## config.mk

```make
export PLATFORM = sky130hd
export DESIGN_NAME = spi_io_top
export DESIGN_NICKNAME = d
export VERILOG_FILES = /design/src/spi_io_pkg.sv /design/src/spi_io_buffer.sv /design/src/spi_clk_timer.sv /design/src/spi_shifter.sv /design/src/spi_io_fsm.sv /design/src/spi_io_top.sv
export SDC_FILE = /design/constraint.sdc
export NUM_CORES = 1
export LEC_CHECK = 0
export ABC_AREA = 1
export BUFFER_PORTS_ARGS = -buffer_cell sky130_fd_sc_hd__buf_2
export CORE_MARGIN = 10
export CORE_UTILIZATION = 66
export DETAILED_ROUTE_END_ITERATION = 10
export PLACE_DENSITY = 0.84
export SYNTH_ARGS = -nofsm -noshare
export SYNTH_HDL_FRONTEND = slang
export SYNTH_HIERARCHICAL = 1
export SYNTH_SLANG_ARGS = --single-unit
```

## constraint.sdc

```tcl
create_clock -name sysClk -period 7.7 [get_ports sysClk]
set_clock_uncertainty 0.1 [all_clocks]
set_input_delay 1.155 -clock sysClk [delete_from_list [all_inputs] [get_ports sysClk]]
set_output_delay 1.155 -clock sysClk [all_outputs]
set_load 0.1 [all_outputs]
```

## src/spi_io_pkg.sv

```systemverilog
package spi_io_pkg;

    // --------------------
    // Basic types
    // --------------------

    // One data byte, as held in both buffers and the shift registers
    typedef logic [7:0] byte_t;

    // Transfer FSM states
    typedef enum logic [2:0] {
        IDLE  = 3'd0,   // Waiting for send, host owns the buffers
        LOAD  = 3'd1,   // First byte goes into the shifter, cs_n drops
        SHIFT = 3'd2,   // Eight SPI clocks in flight
        NEXT  = 3'd3,   // Following byte goes into the shifter
        DONE  = 3'd4    // One-cycle end pulse, cs_n back high
    } io_state_e;

    // --------------------
    // Bundles
    // --------------------

    // Master-side SPI pins
    typedef struct packed {
        logic sclk;     // SPI clock, idles low (mode 0)
        logic mosi;     // Master out, MSB first
        logic cs_n;     // Chip select, low for the whole transfer
    } spi_pins_t;

    // SPI clock edge strobes from the timer
    // Each field is high for a single sysClk cycle
    typedef struct packed {
        logic rise;     // sclk goes high, miso is sampled
        logic fall;     // sclk goes low, mosi moves on
    } spi_tick_t;

endpackage

```

## src/spi_io_buffer.sv

```systemverilog
module spi_io_buffer #(
    parameter int BUF_DEPTH = 8
) (
    input  logic                                                  sysClk,
    input  logic                                                  wr_n_i,  // Write strobe
    input  logic                                                  rd_n_i,  // Read strobe
    input  logic [((BUF_DEPTH > 1) ? $clog2(BUF_DEPTH) : 1)-1:0]  addr_i,
    input  spi_io_pkg::byte_t                                     data_i,
    output spi_io_pkg::byte_t                                     data_o   // Valid a cycle after rd
);

    spi_io_pkg::byte_t mem [BUF_DEPTH];   // Byte storage

    // Single port, write and registered read share the address
    always_ff @(posedge sysClk) begin
        if (!wr_n_i) begin
            mem[addr_i] <= data_i;
        end
        if (!rd_n_i) begin
            data_o <= mem[addr_i];        // Holds its value between reads
        end
    end

    // Writes must stay inside the array, also for depths that are not a power of two
    a_wr_in_range : assert property (
        @(posedge sysClk) !wr_n_i |-> (32'(addr_i) < BUF_DEPTH)
    ) else $error("buffer write out of range, addr %0d", addr_i);

    // Reads the same way
    a_rd_in_range : assert property (
        @(posedge sysClk) !rd_n_i |-> (32'(addr_i) < BUF_DEPTH)
    ) else $error("buffer read out of range, addr %0d", addr_i);

endmodule

```

## src/spi_clk_timer.sv

```systemverilog
module spi_clk_timer #(
    parameter int CLK_DIV = 2   // sysClk cycles per SPI half-period
) (
    input  logic                  sysClk,
    input  logic                  reset,       // Sync, active low
    input  logic                  run_i,       // Count while high, clear while low
    output spi_io_pkg::spi_tick_t tick_o,      // Rise/fall strobes
    output logic                  byte_end_o   // With the eighth fall
);

    localparam int CNT_W = (CLK_DIV > 1) ? $clog2(CLK_DIV) : 1;

    // --------------------
    // Counters
    // --------------------
    logic [CNT_W-1:0] half_q;     // sysClk cycles within a half-period
    logic [3:0]       edge_q;     // Half-edges within the byte, even = rise
    logic             half_end;   // Last cycle of a half-period

    // Stop at byte_end so a divider of 1 does not start the next byte early
    assign half_end = run_i && !byte_end_o && (half_q == CNT_W'(CLK_DIV - 1));

    always_ff @(posedge sysClk) begin
        if (!reset) begin
            half_q     <= '0;
            edge_q     <= '0;
            tick_o     <= '0;
            byte_end_o <= 1'b0;
        end else begin
            // Strobes registered, first edge lands CLK_DIV cycles after run
            tick_o.rise <= half_end && !edge_q[0];
            tick_o.fall <= half_end && edge_q[0];
            byte_end_o  <= half_end && (edge_q == 4'd15);

            if (!run_i || byte_end_o) begin
                half_q <= '0;                       // Idle or byte finished
                edge_q <= '0;
            end else if (half_end) begin
                half_q <= '0;
                edge_q <= edge_q + 4'd1;            // Wraps after 16 edges
            end else begin
                half_q <= half_q + CNT_W'(1);
            end
        end
    end

    // Edges alternate, never both at once
    a_tick_excl : assert property (
        @(posedge sysClk) disable iff (!reset) !(tick_o.rise && tick_o.fall)
    ) else $error("rise and fall in the same cycle");

endmodule

```

## src/spi_shifter.sv

```systemverilog
module spi_shifter (
    input  logic                  sysClk,
    input  logic                  reset,       // Sync, active low
    input  logic                  load_i,      // Take tx_byte_i
    input  spi_io_pkg::byte_t     tx_byte_i,   // Byte to send
    input  spi_io_pkg::spi_tick_t tick_i,      // Edge strobes from the timer
    input  logic                  miso_i,
    output logic                  sclk_o,
    output logic                  mosi_o,
    output spi_io_pkg::byte_t     rx_byte_o    // Complete on byte_end
);

    // --------------------
    // Transmit side
    // --------------------
    spi_io_pkg::byte_t tx_sr;   // MSB is on the pin

    always_ff @(posedge sysClk) begin
        if (!reset) begin
            tx_sr <= '0;                            // mosi low out of reset
        end else if (load_i) begin
            tx_sr <= tx_byte_i;                     // MSB out on the next cycle
        end else if (tick_i.fall) begin
            tx_sr <= {tx_sr[6:0], 1'b0};            // Next bit after falling edge
        end
    end

    assign mosi_o = tx_sr[7];

    // --------------------
    // Clock pin
    // --------------------
    // Mode 0, idles low and stays high between rise and fall
    always_ff @(posedge sysClk) begin
        if (!reset) begin
            sclk_o <= 1'b0;
        end else if (tick_i.rise) begin
            sclk_o <= 1'b1;
        end else if (tick_i.fall) begin
            sclk_o <= 1'b0;
        end
    end

    // --------------------
    // Receive side
    // --------------------
    spi_io_pkg::byte_t rx_sr;   // MSB first, shifts in from the bottom

    always_ff @(posedge sysClk) begin
        if (tick_i.rise) begin
            rx_sr <= {rx_sr[6:0], miso_i};          // Sample on the rising strobe
        end
    end

    assign rx_byte_o = rx_sr;

endmodule

```

## src/spi_io_fsm.sv

```systemverilog
module spi_io_fsm #(
    parameter int BUF_DEPTH = 8
) (
    input  logic                                                 sysClk,
    input  logic                                                 reset,      // Sync, active low
    input  logic                                                 send_n_i,   // Start request
    input  logic                                                 tx_wr_n_i,  // Host byte write
    input  logic                                                 byte_end_i,
    input  spi_io_pkg::byte_t                                    rx_byte_i,
    output logic                                                 tx_rd_n_o,
    output logic [((BUF_DEPTH > 1) ? $clog2(BUF_DEPTH) : 1)-1:0] tx_addr_o,
    output logic                                                 rx_wr_n_o,
    output logic [((BUF_DEPTH > 1) ? $clog2(BUF_DEPTH) : 1)-1:0] rx_addr_o,
    output spi_io_pkg::byte_t                                    rx_data_o,
    output logic                                                 load_o,     // Shifter load
    output logic                                                 run_o,      // Timer enable
    output logic                                                 cs_n_o,
    output logic                                                 busy_o,
    output logic                                                 done_o
);

    localparam int AW = (BUF_DEPTH > 1) ? $clog2(BUF_DEPTH) : 1;
    localparam int CW = $clog2(BUF_DEPTH + 1);     // Count runs 0..BUF_DEPTH

    spi_io_pkg::io_state_e state_q, state_d;

    logic [CW-1:0] cnt_q;       // Pending bytes
    logic [AW-1:0] idx_q;       // Byte being shifted
    logic          accept;      // Send taken this cycle
    logic          last_byte;   // idx at count - 1

    assign accept    = (state_q == spi_io_pkg::IDLE) && !send_n_i;
    assign last_byte = (CW'(idx_q) == (cnt_q - CW'(1)));

    // --------------------
    // Next state
    // --------------------
    always_comb begin
        state_d = state_q;
        case (state_q)
            spi_io_pkg::IDLE: begin
                if (accept) begin
                    // Nothing pending goes straight to the end pulse
                    state_d = (cnt_q == '0) ? spi_io_pkg::DONE : spi_io_pkg::LOAD;
                end
            end
            spi_io_pkg::LOAD:  state_d = spi_io_pkg::SHIFT;
            spi_io_pkg::SHIFT: begin
                if (byte_end_i) begin
                    state_d = last_byte ? spi_io_pkg::DONE : spi_io_pkg::NEXT;
                end
            end
            spi_io_pkg::NEXT:  state_d = spi_io_pkg::SHIFT;
            spi_io_pkg::DONE:  state_d = spi_io_pkg::IDLE;
            default:           state_d = spi_io_pkg::IDLE;
        endcase
    end

    // --------------------
    // Registers
    // --------------------
    always_ff @(posedge sysClk) begin
        if (!reset) begin
            state_q   <= spi_io_pkg::IDLE;
            cnt_q     <= '0;
            idx_q     <= '0;
            cs_n_o    <= 1'b1;
            rx_wr_n_o <= 1'b1;
        end else begin
            state_q <= state_d;
            // Chip select low from LOAD through the last SHIFT
            cs_n_o  <= !((state_d == spi_io_pkg::LOAD) || (state_d == spi_io_pkg::SHIFT) ||
                         (state_d == spi_io_pkg::NEXT));
            // Received byte written one cycle after byte_end
            rx_wr_n_o <= !((state_q == spi_io_pkg::SHIFT) && byte_end_i);

            // Host writes count only while idle and not on a send cycle
            if (state_q == spi_io_pkg::DONE) begin
                cnt_q <= '0;
            end else if ((state_q == spi_io_pkg::IDLE) && !tx_wr_n_i && send_n_i &&
                         (cnt_q != CW'(BUF_DEPTH))) begin
                cnt_q <= cnt_q + CW'(1);            // Saturates at BUF_DEPTH
            end

            if (state_q == spi_io_pkg::IDLE) begin
                idx_q <= '0;
            end else if ((state_q == spi_io_pkg::SHIFT) && byte_end_i) begin
                idx_q <= idx_q + AW'(1);
            end
        end
    end

    // Payload of the receive write, no reset
    always_ff @(posedge sysClk) begin
        if ((state_q == spi_io_pkg::SHIFT) && byte_end_i) begin
            rx_addr_o <= idx_q;
            rx_data_o <= rx_byte_i;
        end
    end

    // --------------------
    // Outputs
    // --------------------
    // Fetch one state ahead of the load: on accept, and on each non-final byte_end
    assign tx_rd_n_o = !((accept && (cnt_q != '0)) ||
                         ((state_q == spi_io_pkg::SHIFT) && byte_end_i && !last_byte));
    assign tx_addr_o = (state_q == spi_io_pkg::IDLE) ? '0 : (idx_q + AW'(1));
    assign load_o    = (state_q == spi_io_pkg::LOAD) || (state_q == spi_io_pkg::NEXT);
    assign run_o     = (state_q == spi_io_pkg::SHIFT);
    assign busy_o    = (state_q != spi_io_pkg::IDLE);   // Covers the final rx write in DONE
    assign done_o    = (state_q == spi_io_pkg::DONE);

    // Slave stays selected while bits move
    a_cs_in_shift : assert property (
        @(posedge sysClk) disable iff (!reset) (state_q == spi_io_pkg::SHIFT) |-> !cs_n_o
    ) else $error("cs_n high during SHIFT");

    // End pulse lasts one cycle
    a_done_pulse : assert property (
        @(posedge sysClk) disable iff (!reset) done_o |=> !done_o
    ) else $error("done_o held for two cycles");

endmodule

```

## src/spi_io_top.sv

```systemverilog
module spi_io_top #(
    parameter int CLK_DIV   = 2,    // sysClk cycles per SPI half-period
    parameter int BUF_DEPTH = 8     // Bytes per buffer
) (
    input  logic                                                 sysClk,
    input  logic                                                 reset,      // Sync, active low
    input  logic                                                 send_n_i,
    input  logic                                                 tx_wr_n_i,
    input  logic [((BUF_DEPTH > 1) ? $clog2(BUF_DEPTH) : 1)-1:0] tx_addr_i,
    input  spi_io_pkg::byte_t                                    tx_data_i,
    input  logic                                                 rx_rd_n_i,
    input  logic [((BUF_DEPTH > 1) ? $clog2(BUF_DEPTH) : 1)-1:0] rx_addr_i,
    output spi_io_pkg::byte_t                                    rx_data_o,
    output logic                                                 busy_o,
    output logic                                                 done_o,
    output spi_io_pkg::spi_pins_t                                spi_o,
    input  logic                                                 miso_i
);

    localparam int AW = (BUF_DEPTH > 1) ? $clog2(BUF_DEPTH) : 1;

    logic                  fsm_tx_rd_n, fsm_rx_wr_n;
    logic [AW-1:0]         fsm_tx_addr, fsm_rx_addr;
    spi_io_pkg::byte_t     fsm_rx_data;
    spi_io_pkg::byte_t     tx_rd_data;      // Byte headed for the shifter
    spi_io_pkg::byte_t     rx_byte;         // Byte assembled by the shifter
    logic                  load, run, cs_n, sclk, mosi, byte_end;
    spi_io_pkg::spi_tick_t tick;

    // --------------------
    // Buffer address muxes
    // --------------------
    logic          tx_fsm_sel;
    logic [AW-1:0] tx_buf_addr, rx_buf_addr;
    logic          tx_buf_wr_n, rx_buf_rd_n;

    assign tx_fsm_sel  = busy_o || !fsm_tx_rd_n;            // FSM fetch owns the port
    assign tx_buf_addr = tx_fsm_sel ? fsm_tx_addr : tx_addr_i;
    assign tx_buf_wr_n = tx_wr_n_i || busy_o || !send_n_i;  // Dropped while busy or on send
    assign rx_buf_addr = busy_o ? fsm_rx_addr : rx_addr_i;
    assign rx_buf_rd_n = rx_rd_n_i || busy_o;               // Host reads ignored mid-transfer

    spi_io_buffer #(.BUF_DEPTH(BUF_DEPTH)) tx_buf (
        .sysClk (sysClk),
        .wr_n_i (tx_buf_wr_n),
        .rd_n_i (fsm_tx_rd_n),
        .addr_i (tx_buf_addr),
        .data_i (tx_data_i),
        .data_o (tx_rd_data)
    );

    spi_io_buffer #(.BUF_DEPTH(BUF_DEPTH)) rx_buf (
        .sysClk (sysClk),
        .wr_n_i (fsm_rx_wr_n),
        .rd_n_i (rx_buf_rd_n),
        .addr_i (rx_buf_addr),
        .data_i (fsm_rx_data),
        .data_o (rx_data_o)
    );

    // --------------------
    // SPI engine
    // --------------------
    spi_clk_timer #(.CLK_DIV(CLK_DIV)) u_timer (
        .sysClk     (sysClk),
        .reset      (reset),
        .run_i      (run),
        .tick_o     (tick),
        .byte_end_o (byte_end)
    );

    spi_shifter u_shifter (
        .sysClk    (sysClk),
        .reset     (reset),
        .load_i    (load),
        .tx_byte_i (tx_rd_data),
        .tick_i    (tick),
        .miso_i    (miso_i),
        .sclk_o    (sclk),
        .mosi_o    (mosi),
        .rx_byte_o (rx_byte)
    );

    spi_io_fsm #(.BUF_DEPTH(BUF_DEPTH)) u_fsm (
        .sysClk     (sysClk),
        .reset      (reset),
        .send_n_i   (send_n_i),
        .tx_wr_n_i  (tx_wr_n_i),
        .byte_end_i (byte_end),
        .rx_byte_i  (rx_byte),
        .tx_rd_n_o  (fsm_tx_rd_n),
        .tx_addr_o  (fsm_tx_addr),
        .rx_wr_n_o  (fsm_rx_wr_n),
        .rx_addr_o  (fsm_rx_addr),
        .rx_data_o  (fsm_rx_data),
        .load_o     (load),
        .run_o      (run),
        .cs_n_o     (cs_n),
        .busy_o     (busy_o),
        .done_o     (done_o)
    );

    // Pins out as one bundle
    assign spi_o = '{sclk: sclk, mosi: mosi, cs_n: cs_n};

endmodule

```

After elaboration in Yosys (flattened, before gate mapping) --
Memory sizes are Yosys's and may differ from the RTL's. A register that Yosys moved wholly into a read port is not among the register bits. Cells that the tools add are included.
Cells by class: equal/unequal tests 10, add/subtract/negate cells 5, bitwise gates (word level) 1, reduce and logical (&&, ||, !) cells 41, multiplexer cells 14
Operators by type and width (number):
- $mux W3 | 7
- $mux W8 | 2
- $eq A3 B2 Y1 const B | 4
- $logic_and A1 B1 Y1 | 12
- $logic_not A1 Y1 | 9
- $logic_or A1 B1 Y1 | 9
- $pmux W3 S3 | 1
- $add A4 B1 Y4 const B | 2
- $reduce_or A2 Y1 | 4
- $eq A3 B1 Y1 const B | 2
- $eq A3 B4 Y1 | 1
- $eq A4 B4 Y1 const B | 1
- $logic_not A4 Y1 | 1
- $mux W1 | 4
- $ne A4 B4 Y1 const B | 1
- $reduce_bool A2 Y1 | 2
- $reduce_bool A4 Y1 | 1
- $sub A4 B1 Y4 const B | 1
- $add A3 B1 Y3 const B | 1
- $eq A3 B3 Y1 const B | 1
- $logic_not A3 Y1 | 1
- $reduce_bool A3 Y1 | 1
- $reduce_or A3 Y1 | 1
- $add A1 B1 Y1 const B | 1
- $not A1 Y1 | 1
Storage, ports and cells: memory bits (writable) 128, memories 2, flip-flop bits (word level) 48, input bits 20, logic and storage cells 88
Memories:
- rx_buf.mem | words 8, bits a word 8, read ports 1, clocked after Yosys merged registers in 1, wr ports 1, RTL line spi_io_buffer.sv:12 | spi_io_pkg::byte_t mem [BUF_DEPTH];
- tx_buf.mem | words 8, bits a word 8, read ports 1, clocked after Yosys merged registers in 1, wr ports 1, RTL line spi_io_buffer.sv:12

Depth between registers and ports, before layout --
Gate-level depths: netlist of the first run.
word-level depth 9, gate-level depth with buffers 22, mapped depth without buffers 20

Hierarchy --
Netlist of the first run, hierarchy kept.
By module, submodules not included:
- spi_io_buffer | area each 3002.9 sq um, cells an instance 282, times used 2
- spi_io_fsm | area each 1072.3 sq um, cells an instance 112, times used 1
- spi_shifter | area each 671.9 sq um, cells an instance 72, times used 1
- spi_clk_timer | area each 354.1 sq um, cells an instance 42, times used 1
- spi_io_top | area each 117.6 sq um, cells an instance 26, times used 1

Worst setup path before layout of the first run --
No wires, ideal clock.
kind register to output, start reg u_fsm.state_q[2], end out done_o, path slack 3.922 ns, arrival time 2.523 ns, cell stages (with the launch flop) 3, path buffers 0, path through dfxtp_1 inv_2 nor3_1
On the way: longest elaborated chain between the ends 1
Ends and longest elaborated chain:
- start: declaration | RTL line spi_io_fsm.sv:25 | spi_io_pkg::io_state_e state_q, state_d;
- start signal: assignment | RTL line spi_io_fsm.sv:64 | state_q <= spi_io_pkg::IDLE;
- start signal: assignment | RTL line spi_io_fsm.sv:70 | state_q <= state_d;
- $eq A3 B3 Y1 | RTL line spi_io_fsm.sv:111 | assign done_o = (state_q == spi_io_pkg::DONE);
- end: declaration | RTL line spi_io_top.sv:15 | output logic done_o,
No other way between the ends.

Worst setup path after layout of the first run --
start reg u_fsm.cnt_q[0], end mem tx_buf/mem[0][1] (netlist name), enable pin
On the way: longest elaborated chain between the ends 7
Ends and longest elaborated chain:
- start: declaration | RTL line spi_io_fsm.sv:27 | logic [CW-1:0] cnt_q;
- start signal: assignment | RTL line spi_io_fsm.sv:82 | cnt_q <= cnt_q + CW'(1);
- $sub A4 B1 Y4 | RTL line spi_io_fsm.sv:33 | assign last_byte = (CW'(idx_q) == (cnt_q - CW'(1)));
- $eq A3 B4 Y1 | RTL line spi_io_fsm.sv:33
- $logic_not A1 Y1 | RTL line spi_io_fsm.sv:106 | ((state_q == spi_io_pkg::SHIFT) && byte_end_i && !last_byte));
- $logic_and A1 B1 Y1 | RTL line spi_io_fsm.sv:106
- $logic_or A1 B1 Y1 * | RTL line spi_io_fsm.sv:105 | assign tx_rd_n_o = !((accept && (cnt_q != '0)) ||
- $logic_or A1 B1 Y1 * | RTL line spi_io_top.sv:37 | assign tx_fsm_sel = busy_o || !fsm_tx_rd_n;
- $mux W3 * | RTL line spi_io_top.sv:38 | assign tx_buf_addr = tx_fsm_sel ? fsm_tx_addr : tx_addr_i;
- named net tx_buf_addr[0] | RTL line spi_io_top.sv:34 | logic [AW-1:0] tx_buf_addr, rx_buf_addr;
- end: declaration | RTL line spi_io_buffer.sv:12
The timed path passes the listed nets; every way through them passes the cells marked *.

==> metrics, run 1 <==
required time worst endpoint=7.65 ns; most common cell in the netlist=nand2_1; ANT cells=0; synth cell count leaders=nand2_1, edfxtp_1, inv_1, nand3_1, nor2_1; GRT met1 Usage=0.215; clock sinks=192; met3 Usage GRT=0.0499; dominant synthesized flop cell=edfxtp_1; die width=132 um; number of I/O port buffers=32; CTS Buf Count=17; vias after detailed routing=5454; Synth Register Bits=192; Synth Area in Compound Gates=0.0149; Remaining Overflow, GRT=0; met2 Use GR=0.338; dpl hpwl=approximately 11 mm; H-tree Lvls=4; Crit Path Class=flip-flop to flip-flop; hold buffer count at cts=0; Synth cell types=33; Final setup viols=0; Ys Warns=6; Synth area leader=edfxtp_1; GPL Wtd Cong=0.875; post-route ant nets=0; area of placed instances=8470 sq um; Post-synth EDFFs=~160; CP Launch Type=flip-flop; fin area=around 9100 sq um; postcts setup bufs=0; Initial DRT Pass Iterations=5; vias in the first global route=approximately 5.5k; Clock Latency Late Sink=0.43 ns; Rel. slew slack=0.190; Area Overhead vs Synth=10.1%; slew of the pin with the lowest slew margin=between 1 and 1.5 ns; area share of the largest cell type after synthesis=0.595; pwr dens=264 nW/um^2; Top Ports=33; RSZ-0062 raised after global routing=false; # DRC=0; core area=around 12000 sq um; Initial Utilization=0.679; Synth async-reset ratio=0; post-synthesis xor/xnor area fraction=0.00320; vias per cell=approximately 5.3; largest family of logic cells by synthesized area=simple AND/OR/NAND/NOR gates; simple-gate area share of the yosys netlist=0.236; Die Footprint=17300 sq um; synthesized area=approximately 8200 sq um; Worst-path clk slew=0.07 ns; Iteration-0 DRC Markers=518; crit-path max FO=34; status=completed; cells after synthesis=816; multiplexer share of the synthesized area=0; maxcap violations=0; Peak VDD IR=0.243 mV; Worst Hold Class=flip-flop to flip-flop; sequential area share after synthesis=0.666; fmax=about 260 MHz; CTS tree=built; # resized after CTS=0; clock buffer depth=2; wire per inst=15.6 um; Syn Area/Cell=10.1 sq um; Sum Neg Setup Slack=0 ns; gr usage total=0.191; GR peak layer=met2; CP Capture Type=flip-flop; global-route wire length before repair=around 26 mm; initial antenna violation count=0; ratio of cells with drive above 1 in the final layout=0.131; Routed WL=16.0 mm; synth top area cells=edfxtp_1, nand2_1, dfxtp_1, inv_1, nand3_1; chip height=between 100 and 150 um; Root Buffer=clkbuf_16; largest net degree at the start of global routing=35; Final nets=between 800 and 900; Slew Viols, Final=0; Fillers=787; Final Hold Viols=0; crit path time final=3.90 ns; row count=40; Arr. time, crit path=3.85 ns; Synth Area in Adders=0.00609; Synth Net Count=840; LEAKAGE=3.95 nW; Tcrit/Tclk final=0.506
## routing by layer
layer | vias up | wire (um)
met2 | 213 | 8360
met1 | 2552 | 6290
li1 | 2657 | -
met5 | - | 0
met3 | 32 | 1140
met4 | 0 | 249
## state kept, by name, indices dropped and copies added, names as in the netlist, 4 cells and up
register	count
u_fsm/rx_data_o	8
rx_buf/mem	64
u_fsm/cnt_q	4
u_shifter/rx_byte_o	8
tx_buf/mem	64
rx_buf/data_o	8
u_timer/edge_q	4
u_shifter/tx_sr	8
tx_buf/data_o	8
## path summary, 6_finish.rpt
check	slack, ns	cells past startpoint	startpoint	end
min	0.32	0	u_shifter/rx_byte_o[7]$_DFFE_PP_	u_fsm/rx_data_o[7]$_DFFE_PP_
max	3.80	14	u_fsm/cnt_q[0]$_SDFFE_PP0P_	tx_buf/mem[0][1]$_DFFE_PP_
max reg2reg	3.80	14	u_fsm/cnt_q[0]$_SDFFE_PP0P_	tx_buf/mem[0][1]$_DFFE_PP_
min reg2reg	0.32	0	u_shifter/rx_byte_o[7]$_DFFE_PP_	u_fsm/rx_data_o[7]$_DFFE_PP_
## placed cells by master (no fill, tap or decap), types with 2 or more instances in the layout
| master | count |
|---|---|
| xor2_1 | 3 |
| nor2_8 | 3 |
| nor2_4 | 3 |
| nand3_1 | 49 |
| ha_1 | 4 |
| o21ai_1 | 2 |
| clkinv_4 | 4 |
| dfxtp_1 | 29 |
| nor2_2 | 5 |
| nor3_1 | 6 |
| nand2_2 | 7 |
| inv_6 | 2 |
| inv_1 | 100 |
| bufinv_16 | 2 |
| o21ai_0 | 2 |
| nand2_1 | 336 |
| buf_2 | 32 |
| edfxtp_1 | 163 |
| clkinv_2 | 2 |
| clkbuf_16 | 17 |
| nand2_4 | 3 |
| inv_2 | 18 |
| nor3_2 | 2 |
| a211oi_1 | 2 |
| or2_1 | 2 |
| a21oi_1 | 12 |
| nor2_1 | 33 |
| clkinvlp_4 | 3 |
| buf_4 | 2 |
| inv_4 | 3 |
## metrics by stage
step / std cells / util / setup slack [ns] / power [mW] / hold slack, ns
final: 1029 / 0.747 / 3.80 / 2.39 / 0.316
after floorplan: 816 / - / 3.92 / 1.48 / 0.300
after CTS: 1029 / 0.747 / 3.87 / 2.39 / 0.319
after global routing: 1029 / 0.747 / 3.50 / 2.49 / 0.357
after global placement: 997 / 0.699 / 3.82 / 1.54 / 0.304
after detailed placement: 997 / 0.699 / 3.65 / 1.55 / 0.313
## critical path, cell delays in order, from the launching register on
cell and delay [ns]:
dfxtp_1 0.41, inv_1 0.13, ha_1 0.33, xor2_1 0.19
nand3_1 0.09, nor2_1 0.20, o21bai_2 0.10, inv_2 0.13
nand2_2 0.08, nand2_1 0.06, nand2_1 0.05, buf_4 0.23
inv_4 0.29, nand2_1 0.19, nor3_1 0.89
## cell type report
cell class / instances / area [sq um] / share of cell area
tap: 168 / 210 / 0.0232
sequential: 192 / 5480 / 0.605
multi-input combinational: 482 / 2140 / 0.237
clock inverter: 15 / 160 / 0.0177
clock buffer: 17 / 425 / 0.0470
timing repair buffer: 34 / 175 / 0.0194
inverter: 121 / 462 / 0.0510
## report_power, final
| part | switching, mW | total, mW | internal (mW) | leakage, nW |
|---|---|---|---|---|
| logic | 0.288 | 0.370 | 0.0821 | 1.97 |
| registers | 0.00799 | 1.16 | 1.15 | 1.70 |
| clock network | 0.374 | 0.854 | 0.481 | 0.279 |
## cell families (layout without fill, tap and decap cells)
group,Yosys count,count (layout)
XOR/XNOR,3,3
AO/OA/AOI/OAI,21,21
AND/OR/NAND/NOR,454,454
flip-flops,192,192
buffers and inverters,142,187
adder cells (fa/ha/maj),4,4
Power figures use the tool's default switching activity.
==> run 2: changes to the inputs <==
- CORE_UTILIZATION: 66 -> 61
- PLACE_DENSITY: 0.84 -> 0.79
- clock period: 7.7 -> 3.7 ns (I/O delays scaled with it)
==> metrics, run 2 (synthesis results as in run 1) <==
status=completed; chip height=136 um; crit path from=u_fsm/cnt_q[0]$_SDFFE_PP0P_; Die Footprint=18500 sq um; Arr. time, crit path=3.31 ns; Final Hold Viols=0; Crit-path slowest cell=nor2_1; Rel. slew slack=0.363; Peak VDD IR=0.366 mV; Slew Viols, Final=0; # resized after CTS=0; vias after detailed routing=5337; Remaining Overflow, GRT=0; global-route wire length before repair=approximately 25 mm; Worst Setup Slack, final=0.344 ns; top flop regs=rx_buf/mem (64), tx_buf/mem (64); delay-heaviest family, CP=simple AND/OR/NAND/NOR gates; Initial DRT Pass Iterations=5; slew of the pin with the lowest slew margin=between 0.9 and 1 ns; clock sinks=approximately 190; Top Ports=33; dpl hpwl=10.6 mm; post-route ant nets=0; fin area=9070 sq um; Routed WL=around 16 mm; crit path to=tx_buf/mem[5][5]$_DFFE_PP_; CTS tree=built; path depth of the worst reg2reg path=13; Clock Latency Late Sink=0.43 ns; postcts setup bufs=0; ANT cells=0; Critical R2R Launch=u_fsm/cnt_q[0]$_SDFFE_PP0P_; H-tree Lvls=4; Area Overhead vs Synth=10.4%; initial antenna violation count=0; die width=between 100 and 150 um; row count=42; final hold slack=0.208 ns; Crit Path Class=flip-flop to flip-flop; slowest cell delay on critical path=0.52 ns; Final setup viols=0; commonest non-fill, non-tap cells in the layout=nand2_1, edfxtp_1, inv_1; Power Total=about 4.9 mW; core area=13200 sq um; ratio of cells with drive above 1 in the final layout=0.134; Sum Neg Setup Slack=0 ns; fmax=298 MHz; worst r2r dst=tx_buf/mem[5][5]$_DFFE_PP_; # DRC=0; CP Cell Sequence=inv_1, ha_1, xor2_1, nand3_1, nor2_1, o21bai_2, inv_2, nand2_2, nand2_1, nand2_1, nor2_4, inv_1, nor2_1; Final nets=877; Tcrit/Tclk final=0.907; maxcap violations=0; GPL Wtd Cong=0.834; CP Launch Type=flip-flop; number of I/O port buffers=32; RSZ-0062 raised after global routing=false; clock buffer depth=2; Initial Utilization=0.621; Iteration-0 DRC Markers=441; crit-path max FO=15; gr usage total=0.176; hold buffer count at cts=0; largest net degree at the start of global routing=34; area of placed instances=8510 sq um; CP Capture Type=flip-flop; crit path time final=3.36 ns; LEAKAGE=3.96 nW; Worst Hold Class=input port to flip-flop; Root Buffer=clkbuf_16; Worst-path clk slew=approximately 0.07 ns; Place WS=0.414 ns; vias per cell=between 5 and 6; vias in the first global route=5236; required time worst endpoint=3.66 ns; pwr dens=539 nW/um^2; WP depth=13; Worst Path Buf+Inv=3; CTS Buf Count=17; reg2reg setup slack=0.34 ns; commonest non-fill, non-tap cell in the layout=nand2_1; wire per inst=15.0 um
==> run 2: cell count changes in the layout (fill, tap and decap cells not counted) <==
cell	change
clkinv_1	+2
inv_8	+1
clkinv_4	-1
buf_4	+5
bufinv_16	-1
clkinv_2	-1
==> run 2: per-stage QoR <==
| step | util | std cells |
|---|---|---|
| after floorplan | - | 816 |
| after global placement | 0.643 | 1010 |
| after detailed placement | 0.643 | 1010 |
| after CTS | 0.685 | 1042 |
| after global routing | 0.685 | 1042 |
| final | 0.685 | 1042 |
==> run 2: how the worst min path moves through the flow <==
stage,startpoint,slack [ns],end,cells past startpoint
detailed placement,u_shifter/rx_byte_o[7]$_DFFE_PP_,0.32,u_fsm/rx_data_o[7]$_DFFE_PP_,0
global placement,u_shifter/rx_byte_o[7]$_DFFE_PP_,0.30,u_fsm/rx_data_o[7]$_DFFE_PP_,0
global route,miso_i,0.19,u_shifter/rx_byte_o[0]$_DFFE_PP_,1
floorplan,u_shifter/rx_byte_o[7]$_DFFE_PP_,0.30,u_fsm/rx_data_o[7]$_DFFE_PP_,0
finish,miso_i,0.21,u_shifter/rx_byte_o[0]$_DFFE_PP_,1
CTS,miso_i,0.19,u_shifter/rx_byte_o[0]$_DFFE_PP_,1
==> run 2: routing by layer <==
layer	track usage	wire [um]	up-vias
li1	-	-	2660
met1	0.188	6120	2478
met2	0.327	8400	171
met3	0.0506	793	28
met4	0.0568	297	0
met5	0	0	-
==> run 2: final cells by class <==
type / count / area (sq um)
repair buffers: 39 / 213
flip-flops and latches: 192 / 5480
inverters: 121 / 462
well taps: 176 / 220
clock buffers: 17 / 425
fillers: 972 / 4170
multi-input cells: 482 / 2140
clock inverters: 15 / 135
==> run 2: worst register-to-register path, stage by stage (launching register included) <==
cell,delay [ns]
dfxtp_1,0.40
inv_1,0.12
ha_1,0.34
xor2_1,0.20
nand3_1,0.10
nor2_1,0.17
o21bai_2,0.10
inv_2,0.11
nand2_2,0.07
nand2_1,0.06
nand2_1,0.31
nor2_4,0.30
inv_1,0.08
nor2_1,0.52
==> run 2: power by group <==
part	switching [mW]	total (mW)	internal [mW]	leakage [nW]
sequential	0.0169	2.42	2.40	1.70
combinational	0.593	0.768	0.175	1.99
clock	0.772	1.71	0.934	0.266
